### src/hw/ooo_pkg.sv
`default_nettype none

package ooo_pkg;

  parameter int unsigned NrSbEntries = 4;
  parameter int unsigned WriteBackPorts = 2;

  typedef logic [1:0] sb_tag_t;

  typedef enum logic [1:0] {
    FU_NONE,
    FU_ALU,
    FU_BU
  } fu_e;

  typedef enum logic [3:0] {
    ALU_ADD,
    ALU_SUB,
    ALU_AND,
    ALU_OR,
    ALU_XOR,
    ALU_SLL,
    ALU_SRL,
    ALU_SLT
  } alu_op_e;

  typedef enum logic [3:0] {
    BR_EQ,
    BR_NE,
    BR_LT,
    BR_GE,
    BR_LTU,
    BR_GEU,
    CF_JAL,
    CF_JALR
  } bu_op_e;

  // The fu field of the instruction selects which view is meaningful.
  typedef union packed {
    alu_op_e alu;
    bu_op_e  bu;
  } fu_op_u;

  typedef struct packed {
    logic [31:0] pc;
    fu_e         fu;
    fu_op_u      op;
    logic [4:0]  rs1;
    logic [4:0]  rs2;
    logic [4:0]  rd;
    logic [31:0] imm;
    logic        use_imm;
    logic        is_rv16;
  } decoder_t;

  typedef struct packed {
    sb_tag_t     tag;
    fu_op_u      op;
    logic [31:0] operand_a;
    logic [31:0] operand_b;
    logic [31:0] imm;
    logic [31:0] pc;
    logic        is_rv16;
  } fu_data_t;

  typedef struct packed {
    logic        valid;
    sb_tag_t     tag;
    logic [31:0] data;
  } writeback_t;

  typedef struct packed {
    logic [NrSbEntries-1:0]       finished;
    logic [NrSbEntries-1:0][31:0] result;
  } forwarding_t;

  // Newest in-flight writer of one architectural register.
  typedef struct packed {
    logic    pending;
    sb_tag_t tag;
  } reg_pending_t;

  typedef struct packed {
    logic [31:0] pc;
    logic [4:0]  rd;
    logic [31:0] data;
    logic        is_branch;
    logic        taken;
    logic [31:0] dnpc;
  } retire_t;

endpackage

`default_nettype wire

### src/hw/alu_unit.sv
`timescale 1ns/1ps
`default_nettype none

module alu_unit
  import ooo_pkg::*;
(
  input  logic       clock,
  input  logic       arst_n,
  input  logic       alu_valid,
  input  fu_data_t   fu_data,
  output writeback_t wb_alu
);

  logic [31:0] a;
  logic [31:0] b;
  logic [31:0] result;
  logic        valid_q;
  sb_tag_t     tag_q;
  logic [31:0] data_q;

  assign a = fu_data.operand_a;
  assign b = fu_data.operand_b;

  always_comb begin
    case (fu_data.op.alu)
      ALU_ADD: result = a + b;
      ALU_SUB: result = a - b;
      ALU_AND: result = a & b;
      ALU_OR:  result = a | b;
      ALU_XOR: result = a ^ b;
      ALU_SLL: result = a << b[4:0];
      ALU_SRL: result = a >> b[4:0];
      ALU_SLT: result = {31'd0, $signed(a) < $signed(b)};
      default: result = '0;
    endcase
  end

  always_ff @(posedge clock or negedge arst_n) begin
    if (!arst_n) begin
      valid_q <= 1'b0;
    end else begin
      valid_q <= alu_valid;
    end
  end

  always_ff @(posedge clock) begin
    if (alu_valid) begin
      tag_q <= fu_data.tag;
      data_q <= result;
    end
  end

  assign wb_alu = '{valid: valid_q, tag: tag_q, data: data_q};

endmodule

`default_nettype wire

### src/hw/branch_unit.sv
`timescale 1ns/1ps
`default_nettype none

module branch_unit
  import ooo_pkg::*;
(
  input  logic        clock,
  input  logic        arst_n,
  input  logic        bu_valid,
  input  fu_data_t    fu_data,
  output logic        bu_ready,
  output writeback_t  wb_bu,
  output logic        branch_taken,
  output logic [31:0] branch_address
);

  logic [31:0] a;
  logic [31:0] b;
  logic        is_jump;
  logic        taken;
  logic [31:0] target;
  logic [31:0] next_pc;
  logic        s1_valid_q;
  sb_tag_t     s1_tag_q;
  logic        s1_jump_q;
  logic        s1_taken_q;
  logic [31:0] s1_address_q;
  logic [31:0] s1_next_pc_q;
  logic        s2_valid_q;
  sb_tag_t     s2_tag_q;
  logic [31:0] s2_link_q;

  assign a = fu_data.operand_a;
  assign b = fu_data.operand_b;
  assign is_jump = fu_data.op.bu inside {CF_JAL, CF_JALR};
  assign next_pc = fu_data.pc + (fu_data.is_rv16 ? 32'd2 : 32'd4);

  always_comb begin
    case (fu_data.op.bu)
      BR_EQ:   taken = (a == b);
      BR_NE:   taken = (a != b);
      BR_LT:   taken = $signed(a) < $signed(b);
      BR_GE:   taken = $signed(a) >= $signed(b);
      BR_LTU:  taken = a < b;
      BR_GEU:  taken = a >= b;
      default: taken = 1'b1;
    endcase
  end

  // JALR jumps register relative with bit 0 forced low.
  assign target = (fu_data.op.bu == CF_JALR) ? ((a + fu_data.imm) & ~32'd1)
                                             : (fu_data.pc + fu_data.imm);

  assign bu_ready = !s1_valid_q;

  always_ff @(posedge clock or negedge arst_n) begin
    if (!arst_n) begin
      s1_valid_q <= 1'b0;
      s2_valid_q <= 1'b0;
    end else begin
      s1_valid_q <= bu_valid;
      s2_valid_q <= s1_valid_q;
    end
  end

  always_ff @(posedge clock) begin
    if (bu_valid) begin
      s1_tag_q <= fu_data.tag;
      s1_jump_q <= is_jump;
      s1_taken_q <= taken;
      s1_address_q <= taken ? target : next_pc;
      s1_next_pc_q <= next_pc;
    end
    if (s1_valid_q) begin
      s2_tag_q <= s1_tag_q;
      s2_link_q <= s1_jump_q ? s1_next_pc_q : 32'd0;
      branch_taken <= s1_taken_q;
      branch_address <= s1_address_q;
    end
  end

  assign wb_bu = '{valid: s2_valid_q, tag: s2_tag_q, data: s2_link_q};

endmodule

`default_nettype wire

### src/hw/issue.sv
`timescale 1ns/1ps
`default_nettype none

module issue
  import ooo_pkg::*;
(
  input  logic                clock,
  input  logic                arst_n,
  input  decoder_t            instr,
  input  logic                instr_valid,
  output logic                instr_ready,
  input  forwarding_t         fwd,
  input  logic                sb_full,
  input  reg_pending_t [31:0] rd_pending,
  input  sb_tag_t             issue_tag,
  output logic                issue_valid,
  output decoder_t            issue_instr,
  output fu_data_t            fu_data,
  output logic                alu_valid,
  output logic                bu_valid,
  input  logic                bu_ready,
  input  logic                gpr_we,
  input  logic [4:0]          gpr_waddr,
  input  logic [31:0]         gpr_wdata
);

  logic [31:0]      gpr_q [1:31];
  logic [1:0][4:0]  rs_addr;
  logic [1:0][31:0] rs_value;
  logic [1:0]       rs_ok;
  logic             operands_ok;
  logic             unit_ready;
  logic             out_of_reset_q;

  assign rs_addr[0] = instr.rs1;
  assign rs_addr[1] = instr.rs2;

  // Register file, or the result of the newest finished writer.
  always_comb begin
    for (int i = 0; i < 2; i++) begin
      rs_value[i] = '0;
      rs_ok[i] = 1'b1;
      if (rs_addr[i] != 5'd0) begin
        if (rd_pending[rs_addr[i]].pending) begin
          rs_ok[i] = fwd.finished[rd_pending[rs_addr[i]].tag];
          rs_value[i] = fwd.result[rd_pending[rs_addr[i]].tag];
        end else begin
          rs_value[i] = gpr_q[rs_addr[i]];
        end
      end
    end
  end

  assign operands_ok = rs_ok[0] && (instr.use_imm || rs_ok[1]);
  assign unit_ready = (instr.fu == FU_BU) ? bu_ready : 1'b1;

  assign instr_ready = out_of_reset_q && !sb_full && operands_ok && unit_ready;
  assign issue_valid = instr_valid && instr_ready;
  assign issue_instr = instr;

  always_ff @(posedge clock) begin
    if (gpr_we && gpr_waddr != 5'd0) begin
      gpr_q[gpr_waddr] <= gpr_wdata;
    end
  end

  always_ff @(posedge clock or negedge arst_n) begin
    if (!arst_n) begin
      out_of_reset_q <= 1'b0;
      alu_valid <= 1'b0;
      bu_valid <= 1'b0;
    end else begin
      out_of_reset_q <= 1'b1;
      alu_valid <= issue_valid && instr.fu == FU_ALU;
      bu_valid <= issue_valid && instr.fu == FU_BU;
    end
  end

  // The immediate replaces rs2 here, so the ALU sees one second operand.
  always_ff @(posedge clock) begin
    if (issue_valid) begin
      fu_data.tag <= issue_tag;
      fu_data.op <= instr.op;
      fu_data.operand_a <= rs_value[0];
      fu_data.operand_b <= instr.use_imm ? instr.imm : rs_value[1];
      fu_data.imm <= instr.imm;
      fu_data.pc <= instr.pc;
      fu_data.is_rv16 <= instr.is_rv16;
    end
  end

endmodule

`default_nettype wire

### src/hw/scoreboard.sv
`timescale 1ns/1ps
`default_nettype none

module scoreboard
  import ooo_pkg::*;
#(
  parameter int unsigned nr_entries = NrSbEntries
) (
  input  logic                             clock,
  input  logic                             arst_n,
  input  logic                             issue_valid,
  input  decoder_t                         issue_instr,
  output sb_tag_t                          issue_tag,
  output logic                             sb_full,
  output reg_pending_t [31:0]              rd_pending,
  input  writeback_t [WriteBackPorts-1:0]  wb,
  output forwarding_t                      fwd,
  output logic                             commit_valid,
  output decoder_t                         commit_instr,
  output logic [31:0]                      commit_data,
  input  logic                             commit_ack
);

  localparam int unsigned ptr_width = $clog2(nr_entries);

  logic [ptr_width-1:0] head_q;
  logic [ptr_width-1:0] tail_q;
  logic [ptr_width:0]   count_q;
  logic [nr_entries-1:0] finished_q;
  decoder_t             instr_q [nr_entries];
  logic [31:0]          result_q [nr_entries];
  reg_pending_t [31:0]  pending_q;

  assign issue_tag = sb_tag_t'(tail_q);
  assign sb_full = (count_q == (ptr_width + 1)'(nr_entries));
  assign rd_pending = pending_q;

  assign commit_valid = (count_q != '0) && finished_q[head_q];
  assign commit_instr = instr_q[head_q];
  assign commit_data = result_q[head_q];

  always_comb begin
    fwd = '0;
    for (int i = 0; i < nr_entries; i++) begin
      fwd.finished[i] = finished_q[i];
      fwd.result[i] = result_q[i];
    end
  end

  always_ff @(posedge clock or negedge arst_n) begin
    if (!arst_n) begin
      head_q <= '0;
      tail_q <= '0;
      count_q <= '0;
      finished_q <= '0;
      pending_q <= '0;
    end else begin
      case ({issue_valid, commit_ack})
        2'b10: count_q <= count_q + 1'b1;
        2'b01: count_q <= count_q - 1'b1;
        default: count_q <= count_q;
      endcase
      if (commit_ack) begin
        head_q <= head_q + 1'b1;
        // Only the newest writer releases its register.
        if (pending_q[commit_instr.rd].tag == sb_tag_t'(head_q)) begin
          pending_q[commit_instr.rd].pending <= 1'b0;
        end
      end
      for (int p = 0; p < WriteBackPorts; p++) begin
        if (wb[p].valid) begin
          finished_q[wb[p].tag] <= 1'b1;
        end
      end
      if (issue_valid) begin
        tail_q <= tail_q + 1'b1;
        // An instruction without a unit is done as soon as it enters.
        finished_q[tail_q] <= (issue_instr.fu == FU_NONE);
        if (issue_instr.rd != 5'd0) begin
          pending_q[issue_instr.rd].pending <= 1'b1;
          pending_q[issue_instr.rd].tag <= issue_tag;
        end
      end
    end
  end

  always_ff @(posedge clock) begin
    for (int p = 0; p < WriteBackPorts; p++) begin
      if (wb[p].valid) begin
        result_q[wb[p].tag] <= wb[p].data;
      end
    end
    if (issue_valid) begin
      instr_q[tail_q] <= issue_instr;
      result_q[tail_q] <= '0;
    end
  end

endmodule

`default_nettype wire

### src/hw/commit.sv
`timescale 1ns/1ps
`default_nettype none

module commit
  import ooo_pkg::*;
(
  input  logic        clock,
  input  logic        arst_n,
  input  logic        commit_valid,
  input  decoder_t    commit_instr,
  input  logic [31:0] commit_data,
  output logic        commit_ack,
  output logic        gpr_we,
  output logic [4:0]  gpr_waddr,
  output logic [31:0] gpr_wdata,
  input  logic        branch_taken_q,
  input  logic [31:0] branch_address_q,
  output retire_t     retire,
  output logic        retire_valid
);

  logic        is_branch;
  logic [31:0] next_pc;

  // Retire is never stalled, so a finished head always leaves.
  assign commit_ack = commit_valid;

  assign gpr_we = commit_valid && commit_instr.rd != 5'd0;
  assign gpr_waddr = commit_instr.rd;
  assign gpr_wdata = commit_data;

  assign is_branch = (commit_instr.fu == FU_BU);
  assign next_pc = commit_instr.pc + (commit_instr.is_rv16 ? 32'd2 : 32'd4);

  always_ff @(posedge clock or negedge arst_n) begin
    if (!arst_n) begin
      retire_valid <= 1'b0;
    end else begin
      retire_valid <= commit_valid;
    end
  end

  always_ff @(posedge clock) begin
    if (commit_valid) begin
      retire.pc <= commit_instr.pc;
      retire.rd <= commit_instr.rd;
      retire.data <= commit_data;
      retire.is_branch <= is_branch;
      retire.taken <= is_branch && branch_taken_q;
      retire.dnpc <= is_branch ? branch_address_q : next_pc;
    end
  end

endmodule

`default_nettype wire

### src/hw/issue_stage.sv
`timescale 1ns/1ps
`default_nettype none

module issue_stage
  import ooo_pkg::*;
#(
  parameter int unsigned nr_entries = NrSbEntries
) (
  input  logic                            clock,
  input  logic                            arst_n,
  input  decoder_t                        instr,
  input  logic                            instr_valid,
  output logic                            instr_ready,
  output fu_data_t                        fu_data,
  output logic                            alu_valid,
  output logic                            bu_valid,
  input  logic                            bu_ready,
  input  writeback_t [WriteBackPorts-1:0] wb,
  input  logic                            branch_taken,
  input  logic [31:0]                     branch_address,
  output retire_t                         retire,
  output logic                            retire_valid
);

  forwarding_t         fwd;
  reg_pending_t [31:0] rd_pending;
  logic                sb_full;
  sb_tag_t             issue_tag;
  logic                issue_valid;
  decoder_t            issue_instr;
  logic                commit_valid;
  decoder_t            commit_instr;
  logic [31:0]         commit_data;
  logic                commit_ack;
  logic                gpr_we;
  logic [4:0]          gpr_waddr;
  logic [31:0]         gpr_wdata;
  logic                branch_taken_q;
  logic [31:0]         branch_address_q;

  // Port 0 carries the branch unit, whose outcome travels beside the result.
  always_ff @(posedge clock) begin
    if (wb[0].valid) begin
      branch_taken_q <= branch_taken;
      branch_address_q <= branch_address;
    end
  end

  issue issue_inst (
    .clock      (clock),
    .arst_n     (arst_n),
    .instr      (instr),
    .instr_valid(instr_valid),
    .instr_ready(instr_ready),
    .fwd        (fwd),
    .sb_full    (sb_full),
    .rd_pending (rd_pending),
    .issue_tag  (issue_tag),
    .issue_valid(issue_valid),
    .issue_instr(issue_instr),
    .fu_data    (fu_data),
    .alu_valid  (alu_valid),
    .bu_valid   (bu_valid),
    .bu_ready   (bu_ready),
    .gpr_we     (gpr_we),
    .gpr_waddr  (gpr_waddr),
    .gpr_wdata  (gpr_wdata)
  );

  scoreboard #(
    .nr_entries(nr_entries)
  ) scoreboard_inst (
    .clock       (clock),
    .arst_n      (arst_n),
    .issue_valid (issue_valid),
    .issue_instr (issue_instr),
    .issue_tag   (issue_tag),
    .sb_full     (sb_full),
    .rd_pending  (rd_pending),
    .wb          (wb),
    .fwd         (fwd),
    .commit_valid(commit_valid),
    .commit_instr(commit_instr),
    .commit_data (commit_data),
    .commit_ack  (commit_ack)
  );

  commit commit_inst (
    .clock           (clock),
    .arst_n          (arst_n),
    .commit_valid    (commit_valid),
    .commit_instr    (commit_instr),
    .commit_data     (commit_data),
    .commit_ack      (commit_ack),
    .gpr_we          (gpr_we),
    .gpr_waddr       (gpr_waddr),
    .gpr_wdata       (gpr_wdata),
    .branch_taken_q  (branch_taken_q),
    .branch_address_q(branch_address_q),
    .retire          (retire),
    .retire_valid    (retire_valid)
  );

endmodule

`default_nettype wire

### src/hw/exec_core.sv
`timescale 1ns/1ps
`default_nettype none

module exec_core
  import ooo_pkg::*;
#(
  parameter int unsigned nr_entries = NrSbEntries
) (
  input  logic     clock,
  input  logic     arst_n,
  input  decoder_t instr,
  input  logic     instr_valid,
  output logic     instr_ready,
  output retire_t  retire,
  output logic     retire_valid
);

  fu_data_t                        fu_data;
  logic                            alu_valid;
  logic                            bu_valid;
  logic                            bu_ready;
  writeback_t [WriteBackPorts-1:0] wb;
  logic                            branch_taken;
  logic [31:0]                     branch_address;

  issue_stage #(
    .nr_entries(nr_entries)
  ) issue_stage_inst (
    .clock         (clock),
    .arst_n        (arst_n),
    .instr         (instr),
    .instr_valid   (instr_valid),
    .instr_ready   (instr_ready),
    .fu_data       (fu_data),
    .alu_valid     (alu_valid),
    .bu_valid      (bu_valid),
    .bu_ready      (bu_ready),
    .wb            (wb),
    .branch_taken  (branch_taken),
    .branch_address(branch_address),
    .retire        (retire),
    .retire_valid  (retire_valid)
  );

  // Write-back port 0 is the branch unit, port 1 the ALU.
  branch_unit branch_unit_inst (
    .clock         (clock),
    .arst_n        (arst_n),
    .bu_valid      (bu_valid),
    .fu_data       (fu_data),
    .bu_ready      (bu_ready),
    .wb_bu         (wb[0]),
    .branch_taken  (branch_taken),
    .branch_address(branch_address)
  );

  alu_unit alu_unit_inst (
    .clock    (clock),
    .arst_n   (arst_n),
    .alu_valid(alu_valid),
    .fu_data  (fu_data),
    .wb_alu   (wb[1])
  );

endmodule

`default_nettype wire

### config.mk
export PLATFORM = sky130hd
export DESIGN_NAME = exec_core
export DESIGN_NICKNAME = d
export VERILOG_FILES = /design/src/hw/ooo_pkg.sv /design/src/hw/alu_unit.sv /design/src/hw/branch_unit.sv /design/src/hw/issue.sv /design/src/hw/scoreboard.sv /design/src/hw/commit.sv /design/src/hw/issue_stage.sv /design/src/hw/exec_core.sv
export SDC_FILE = /design/constraint.sdc
export NUM_CORES = 2
export LEC_CHECK = 0
export BUFFER_PORTS_ARGS = -buffer_cell sky130_fd_sc_hd__buf_2
export CORE_AREA = 5 5 334 581
export CTS_BUF_LIST = sky130_fd_sc_hd__clkbuf_16
export CTS_CLUSTER_SIZE = 20
export DETAILED_ROUTE_END_ITERATION = 8
export DIE_AREA = 0 0 339 586
export PLACE_DENSITY = 0.68
export SETUP_SLACK_MARGIN = 0.1
export SLEW_MARGIN = 30
export SYNTH_ARGS = -nofsm -noshare
export SYNTH_HDL_FRONTEND = slang
export SYNTH_SLANG_ARGS = --single-unit
### constraint.sdc
create_clock -name clock -period 9.35 [get_ports clock]
set_input_delay 1.87 -clock clock [delete_from_list [all_inputs] [get_ports clock]]
set_output_delay 1.87 -clock clock [all_outputs]
set_load 0.02 [all_outputs]
### Word-level counts from Yosys, hierarchy flattened

Memory sizes are Yosys's and may differ from the RTL's.
Cells that the tools add are included.

* output and inout port bits: 105
* bits of input ports: 90
* RAM bits: 1468
* logic and storage cells: 248
* register bits after elaboration: 554
* memories kept: 3

Memory list
* issue_stage_inst.issue_inst.gpr_q: words 31, bits a word 32, read ports 2, clocked after memory_dff 0, write ports 1, RTL line issue.sv:27 `logic [31:0] gpr_q [1:31];`
* issue_stage_inst.scoreboard_inst.instr_q: words 4, bits a word 87, read ports 1, clocked after memory_dff 0, write ports 1, RTL line scoreboard.sv:30 `decoder_t instr_q [nr_entries];`
* issue_stage_inst.scoreboard_inst.result_q: words 4, bits a word 32, read ports 5, clocked after memory_dff 0, write ports 3, RTL line scoreboard.sv:31 `logic [31:0] result_q [nr_entries];`

* $add $sub $neg: 10
* bitwise gates (word level): 5
* magnitude comparators: 19
* equality and inequality tests: 16
* shift operators: 2
* reductions and logical operators: 28
* muxes and demuxes: 64

Operators by type and width (number)
* 96-bit 2-to-1 mux: 4
* 96-bit bitwise mux: 3
* 32-bit 2-to-1 mux: 9
* 32-bit case mux with 8 select lines: 1
* 32-bit adder: 4
* 32-bit binary-select mux with 2-bit select: 2
* 32-bit >= comparator: 2
* 32-bit < comparator: 2
* 3-bit binary-select mux with 5-bit select: 3
* 3-bit demux with 5-bit select: 3
* 32-bit by 3-bit adder with 32-bit output: 1
* 32-bit AND: 1
* 32-bit equality test: 1
* 32-bit != test: 1
* 32-bit bitwise OR: 1
* 32-bit by 5-bit << shifter with 32-bit output: 1
* 32-bit by 5-bit right shift with 32-bit output: 1
* 32-bit subtractor: 1
* 32-bit XOR: 1
* 5-bit by 6-bit < comparator with 1-bit output, second input constant: 4
* 5-bit nonzero test: 4
* 1-bit 2-to-1 mux: 19
* 2-bit by 3-bit < comparator with 1-bit output, second input constant: 6
* 3-bit 2-to-1 mux: 6
* 27 further kinds: 63

### Depth between registers and ports, before layout

* depth in word-level cells: 13
* gate-level depth with buffers: 19
* gate-level depth less buffers: 14

### Hierarchy

A second synthesis with hierarchy kept.

* cell total of the unflattened synthesis: 6950
* area total of the unflattened synthesis: 102938.7 um^2

Modules (own cells, without submodules)
* issue: sequential area each 33917.5 um^2, times used 1, area an instance 55041.5 um^2, cells an instance 2854
* scoreboard: sequential area each 15690.0 um^2, times used 1, area an instance 24025.5 um^2, cells an instance 1562
* branch_unit: sequential area each 4103.9 um^2, times used 1, area an instance 9700.6 um^2, cells an instance 946
* alu_unit: sequential area each 1046.0 um^2, times used 1, area an instance 8709.6 um^2, cells an instance 1232
* commit: sequential area each 3118.0 um^2, times used 1, area an instance 4470.5 um^2, cells an instance 323
* issue_stage: sequential area each 991.0 um^2, times used 1, area an instance 991.0 um^2, cells an instance 33

### Worst setup path before layout

OpenSTA, ideal clock, no wires.

* kind: in2reg
* start: in instr[40] (netlist bit)
* end: mem issue_stage_inst.scoreboard_inst.instr_q[0][0] (netlist bit), enable pin
* path buffers: 4
* setup slack: 2491 ps
* data required time: 8968 ps
* setup time: 382 ps
* arrival time: 6477 ps
* stages: 12
* cells stage by stage: clkbuf_1 -> buf_1 -> mux4_2 -> mux4_2 -> mux2i_2 -> mux2_2 -> nand3b_2 -> nand3_4 -> clkinv_2 -> and2_1 -> clkbuf_1 -> buf_2

* longest elaborated chain between the ends: 13
* elaborated cells on any way between the ends: 14
* those cells by class: mux (8); reduce/logical (6)

RTL lines
* from (decl): RTL line exec_core.sv:11 `input decoder_t instr,`
* 3-bit binary-select mux with 5-bit select: RTL line issue.sv:44, issue.sv:45
* 3-bit 2-to-1 mux (not written as such): RTL line issue.sv:45 `rs_ok[i] = fwd.finished[rd_pending[rs_addr[i]].tag];`
* 1-bit binary-select mux with 2-bit select: RTL line issue.sv:45
* 1-bit 2-to-1 mux (not written as such): RTL line issue.sv:45
* 1-bit 2-to-1 mux: RTL line issue.sv:44 `if (rd_pending[rs_addr[i]].pending) begin`
* 1-bit 2-to-1 mux *: RTL line issue.sv:43 `if (rs_addr[i] != 5'd0) begin`
* 1-bit logical OR *: RTL line issue.sv:54 `assign operands_ok = rs_ok[0] && (instr.use_imm || rs_ok[1]);`
* 1-bit logical AND *: RTL line issue.sv:54
* 1-bit logical AND * (2 in series): RTL line issue.sv:57 `assign instr_ready = out_of_reset_q && !sb_full && operands_ok && unit_ready;`
* 1-bit logical AND *: RTL line issue.sv:58 `assign issue_valid = instr_valid && instr_ready;`
* via issue_stage_inst.issue_inst.issue_valid: RTL line issue.sv:16 `output logic issue_valid,`
* 1-bit 2-to-1 mux *: RTL line scoreboard.sv:93 `if (issue_valid) begin`
* 1-bit 2-to-1 mux (not written as such) *: RTL line scoreboard.sv:94 `instr_q[tail_q] <= issue_instr;`
* to (decl): RTL line scoreboard.sv:30

The timed path passes the listed nets; every way through them passes the cells marked *. The select of a mux whose other input is x is not followed.

### Worst setup path in the final report

* start: in instr[44] (netlist bit)
* end: out instr_ready

* longest elaborated chain between the ends: 9
* elaborated cells on any way between the ends: 10
* those cells by class: mux (6); reduce/logical (4)

RTL lines
* 3-bit binary-select mux with 5-bit select: RTL line issue.sv:44, issue.sv:45
* 3-bit 2-to-1 mux (not written as such): RTL line issue.sv:45
* 1-bit binary-select mux with 2-bit select: RTL line issue.sv:45
* 1-bit 2-to-1 mux (not written as such): RTL line issue.sv:45
* 1-bit 2-to-1 mux: RTL line issue.sv:44
* 1-bit 2-to-1 mux *: RTL line issue.sv:43
* 1-bit logical AND *: RTL line issue.sv:54
* 1-bit logical AND * (2 in series): RTL line issue.sv:57
* to (decl): RTL line exec_core.sv:13 `output logic instr_ready,`

Every way passes the cells marked *; elsewhere a longest branch is shown, timed or not. The select of a mux whose other input is x is not followed.

==> insert_results.sql <==
INSERT INTO impl_metrics (metric_group, metric, value, unit) VALUES
('drt', 'wl_met3', '19600', 'um'),
('clocking', 'cts_buffer_depth', '4', ''),
('power', 'p_int', '18800', 'uW'),
('sta', 'final.setup.worst_slack', '2.25', 'ns'),
('drt', 'via_count', '60510', ''),
('logic_synthesis', 'number_of_register_bits_inferred_by_synthesis', '1834', ''),
('power', 'vdd_ir_drop_max', '0.000262', 'V'),
('drt', 'antenna_violation_net_count_after_detailed_routing', '0', ''),
('clocking', 'clock_latency', '0.82', 'ns'),
('die', 'die-area', '199000', 'sq um'),
('die', 'floorplan_core_area', '189000', 'sq um'),
('worst_setup_path', 'cpLargestDelayFamily', 'multiplexers', ''),
('grt', 'track_usage', '0.302', ''),
('placement', 'place.gp.congestion', '0.983', ''),
('worst_setup_path', 'crit_path_top_delay_cell', 'sky130_fd_sc_hd__mux4_2', ''),
('drt', 'routed-wl-met2', '159000', 'um'),
('clocking', 'cts_hold_repair.buffers', '0', ''),
('worst_setup_path', 'critical_path_arrival', '5.23', 'ns'),
('logic_synthesis', 'mappedNetlistArea', '93700', 'sq um'),
('final_layout', 'final_layout_size_suffix_gt1_frac', '0.227', ''),
('sta', 'clock-skew-final', '0.0545', 'ns'),
('placement', 'port-buffer-count', '194', ''),
('placement', 'detailedPlace.worstSlack', '2.24', 'ns'),
('grt', 'via_count_of_the_first_global_routing_pass', '61184', ''),
('grt', 'antenna_found_initial', '13', ''),
('placement', 'dpl.hpwl', '204000', 'um'),
('drt', 'wire_per_inst', '34.0', 'um'),
('clocking', 'cts_repair_resize_count', '0', ''),
('logic_synthesis', 'synth-main-ff-cell', 'sky130_fd_sc_hd__edfxtp_1', ''),
('worst_setup_path', 'path_cells', 'buf_8 -> mux4_2 -> mux4_2 -> mux2i_4 -> buf_4 -> mux2_2 -> a21oi_4 -> and2_1 -> buf_2', ''),
('clocking', 'cts_buffers', '168', ''),
('sta', 'timing.final.crit_period', '7.10', 'ns'),
('drt', 'drc_errors', '0', ''),
('drt', 'drt-initial-drc-count', '6102', ''),
('clocking', 'cts_setup_buffers', '0', ''),
('drt', 'detail_routed_via_count_per_cell', '6.74', ''),
('logic_synthesis', 'synth_fp_nets', '6582', ''),
('drt', 'wirelength_met1', '101000', 'um'),
('power', 'power_frac_seq', '0.433', ''),
('flow_run', 'drv.max_cap_violation_count', '0', ''),
('power', 'power', '29600', 'uW'),
('sta', 'final.setup.tns', '0', 'ns'),
('power', 'clockPowerShare', '0.224', ''),
('worst_setup_path', 'reg2reg_slack', '3.51', 'ns'),
('sta', 'grt_setup_unrepaired', 'false', ''),
('logic_synthesis', 'netlist_instances', '6318', ''),
('final_layout', 'multi_input_area', '38600', 'sq um'),
('grt', 'grt_first_pass_wirelength', '434000', 'um'),
('logic_synthesis', 'synth.lib_cells_used.distinct', '88', ''),
('final_layout', 'fin_nets', '6655', ''),
('worst_setup_path', 'worst_path_largest_cell_delay', '0.60', 'ns'),
('logic_synthesis', 'synthTopCellsByArea', 'sky130_fd_sc_hd__edfxtp_1 51%, sky130_fd_sc_hd__mux4_2 17%, sky130_fd_sc_hd__mux2i_1 4.9%', ''),
('clocking', 'numClockSinks', '1834', ''),
('die', 'die_w', '339', 'um'),
('power', 'comb_power_share', '0.343', ''),
('sta', 'maxClockFrequency', '141', 'MHz'),
('sta', 'slew_violations', '0', ''),
('final_layout', 'area_growth', '9.84', '%'),
('logic_synthesis', 'largest_area_contributor_in_the_netlist', 'sky130_fd_sc_hd__edfxtp_1', ''),
('power', 'netSwitchingPower', '10900', 'uW'),
('sta', 'tightestPinTransition', '1.06', 'ns'),
('die', 'row_cnt', '211', ''),
('worst_setup_path', 'cp_num_cells', '9', ''),
('status', 'result_of_the_run', 'complete, no violations', ''),
('die', 'starting_density_of_the_core', '0.497', ''),
('logic_synthesis', 'synth_seq_area_share', '0.568', ''),
('worst_setup_path', 'cp_launch_point', 'instr[44]', ''),
('power', 'sw_frac_of_total', '0.367', ''),
('die', 'die_h', '586', 'um'),
('clocking', 'root_buffer', 'sky130_fd_sc_hd__clkbuf_16', ''),
('final_layout', 'layout.area.seq', '53200', 'sq um');
-- placed cells by master (no fill, tap or decap), types with 17 or more instances in the layout --
cell                        Yosys  final
sky130_fd_sc_hd__nor2_4         0     32
sky130_fd_sc_hd__a221oi_1      18     18
sky130_fd_sc_hd__o22ai_1       23     23
sky130_fd_sc_hd__o21bai_1      17     17
sky130_fd_sc_hd__o21ai_0      206    205
sky130_fd_sc_hd__nor2b_1       87     87
sky130_fd_sc_hd__clkinv_2       1     30
sky130_fd_sc_hd__nor4_1        20     18
sky130_fd_sc_hd__xnor2_1       87     87
sky130_fd_sc_hd__clkinv_1       2     36
sky130_fd_sc_hd__o21a_1        19     19
sky130_fd_sc_hd__nand2_1      259    258
sky130_fd_sc_hd__buf_4          4    152
sky130_fd_sc_hd__a211oi_1     258    258
sky130_fd_sc_hd__and3_1        32     32
sky130_fd_sc_hd__nor3_1        41     39
sky130_fd_sc_hd__edfxtp_1    1592   1592
sky130_fd_sc_hd__dfxtp_1      128    128
sky130_fd_sc_hd__ha_1         167    167
sky130_fd_sc_hd__and2_1        57     53
sky130_fd_sc_hd__a22oi_1       29     29
sky130_fd_sc_hd__xor2_1        54     54
sky130_fd_sc_hd__a22o_1        61     61
sky130_fd_sc_hd__inv_1        123    151
sky130_fd_sc_hd__mux4_2       719    719
sky130_fd_sc_hd__a21o_1        45     45
sky130_fd_sc_hd__o31ai_1       17     17
sky130_fd_sc_hd__clkbuf_16      0    172
sky130_fd_sc_hd__nand2b_1      33     33
sky130_fd_sc_hd__nor2_1       490    457
sky130_fd_sc_hd__o211ai_1      23     23
sky130_fd_sc_hd__mux2i_1      459    456
sky130_fd_sc_hd__a31oi_1       17     17
sky130_fd_sc_hd__dfrtp_1      114    109
sky130_fd_sc_hd__nand3_1       53     51
sky130_fd_sc_hd__mux2_2        89     89
sky130_fd_sc_hd__a21oi_1      337    335
sky130_fd_sc_hd__buf_2         32    183
-- through the flow --
stage	util	std cells	area, sq um
2_1_floorplan	-	6318	93700
3_3_place_gp	0.517	8662	97700
3_5_place_dp	0.518	8666	97800
4_1_cts	0.545	8960	103000
5_1_grt	0.545	8965	103000
6_report	0.545	8973	103000
-- per-layer routing --
layer	vias to the layer above	track usage
met2	2978	0.544
met5	-	0
met1	31289	0.333
li1	25321	-
met3	916	0.0398
met4	6	0.205
-- power groups by stage --
stage	combinational, uW	sequential [uW]	clock, uW
3_5_place_dp	10000	13000	0
2_1_floorplan	6150	12800	0
5_1_grt	10800	12900	7020
3_3_place_gp	9850	12900	0
6_report	10200	12800	6640
4_1_cts	10100	12800	6720
-- registers in the layout, indices dropped and copies added (netlist names), 2 cells and up --
name / cells
issue_stage_inst.scoreboard_inst.count_q: 3
issue_stage_inst.scoreboard_inst.instr_q: 160
branch_unit_inst.branch_address: 32
branch_unit_inst.s1_address_q: 32
issue_stage_inst.commit_inst.retire: 103
issue_stage_inst.scoreboard_inst.head_q: 2
branch_unit_inst.s2_link_q: 32
issue_stage_inst.scoreboard_inst.issue_tag: 2
issue_stage_inst.issue_inst.fu_data: 135
issue_stage_inst.scoreboard_inst.rd_pending: 96
branch_unit_inst.s2_tag_q: 2
issue_stage_inst.issue_inst.gpr_q: 992
alu_unit_inst.data_q: 32
issue_stage_inst.scoreboard_inst.finished_q: 4
branch_unit_inst.s1_tag_q: 2
alu_unit_inst.tag_q: 2
branch_unit_inst.s1_next_pc_q: 32
issue_stage_inst.scoreboard_inst.result_q: 128
issue_stage_inst.branch_address_q: 32
-- area by class of cell --
type / instances / area share
clock buffers: 172 / 0.0418
clock inverters: 122 / 0.00772
well taps: 2449 / 0.0298
multi-input cells: 3903 / 0.375
inverters: 128 / 0.00476
diodes: 9 / 0.000219
repair buffers: 356 / 0.0234
flip-flops and latches: 1834 / 0.517
-- Yosys cell counts, types with 15 or more instances --
library cell and count:
sky130_fd_sc_hd__a22oi_1 29, sky130_fd_sc_hd__clkbuf_1 318, sky130_fd_sc_hd__nor3_1 41, sky130_fd_sc_hd__inv_1 123
sky130_fd_sc_hd__dfrtp_1 114, sky130_fd_sc_hd__o22ai_1 23, sky130_fd_sc_hd__xnor2_1 87, sky130_fd_sc_hd__and2_1 57
sky130_fd_sc_hd__o211ai_1 23, sky130_fd_sc_hd__a211oi_1 258, sky130_fd_sc_hd__xor2_1 54, sky130_fd_sc_hd__o21ai_0 206
sky130_fd_sc_hd__nand2_1 259, sky130_fd_sc_hd__nor2_1 490, sky130_fd_sc_hd__nand3_1 53, sky130_fd_sc_hd__nor2b_1 87
sky130_fd_sc_hd__nand4_1 15, sky130_fd_sc_hd__nand2b_1 33, sky130_fd_sc_hd__edfxtp_1 1592, sky130_fd_sc_hd__a22o_1 61
sky130_fd_sc_hd__mux4_2 719, sky130_fd_sc_hd__and3_1 32, sky130_fd_sc_hd__o31ai_1 17, sky130_fd_sc_hd__a221oi_1 18
sky130_fd_sc_hd__o221ai_1 16, sky130_fd_sc_hd__nor4_1 20, sky130_fd_sc_hd__o21a_1 19, sky130_fd_sc_hd__mux2_2 89
sky130_fd_sc_hd__ha_1 167, sky130_fd_sc_hd__a31oi_1 17, sky130_fd_sc_hd__buf_1 97, sky130_fd_sc_hd__buf_2 32
sky130_fd_sc_hd__dfxtp_1 128, sky130_fd_sc_hd__a21oi_1 337, sky130_fd_sc_hd__o21bai_1 17, sky130_fd_sc_hd__a21o_1 45
sky130_fd_sc_hd__mux2i_1 459
-- cell families after synthesis --
family,share of synthesized area
flops,0.568
mux,0.235
compound gates,0.0802
simple gates,0.0564
buf+inv,0.0240
fa+ha+maj,0.0238
xor+xnor,0.0132
other cells,0.0000400
-- worst min-delay path by stage --
stage / startpoint / end / slack, ns
floorplan: branch_unit_inst.s1_address_q[0]$_DFFE_PP_ / branch_unit_inst.branch_address[0]$_DFFE_PP_ / 0.40
global placement: branch_unit_inst.branch_address[5]$_DFFE_PP_ / issue_stage_inst.branch_address_q[5]$_DFFE_PP_ / 0.40
detailed placement: branch_unit_inst.s1_address_q[22]$_DFFE_PP_ / branch_unit_inst.branch_address[22]$_DFFE_PP_ / 0.40
CTS: branch_unit_inst.s1_address_q[0]$_DFFE_PP_ / branch_unit_inst.branch_address[0]$_DFFE_PP_ / 0.40
global route: branch_unit_inst.s1_address_q[0]$_DFFE_PP_ / branch_unit_inst.branch_address[0]$_DFFE_PP_ / 0.42
finish: branch_unit_inst.branch_address[7]$_DFFE_PP_ / issue_stage_inst.branch_address_q[7]$_DFFE_PP_ / 0.42
Power figures use the tool's default switching activity.
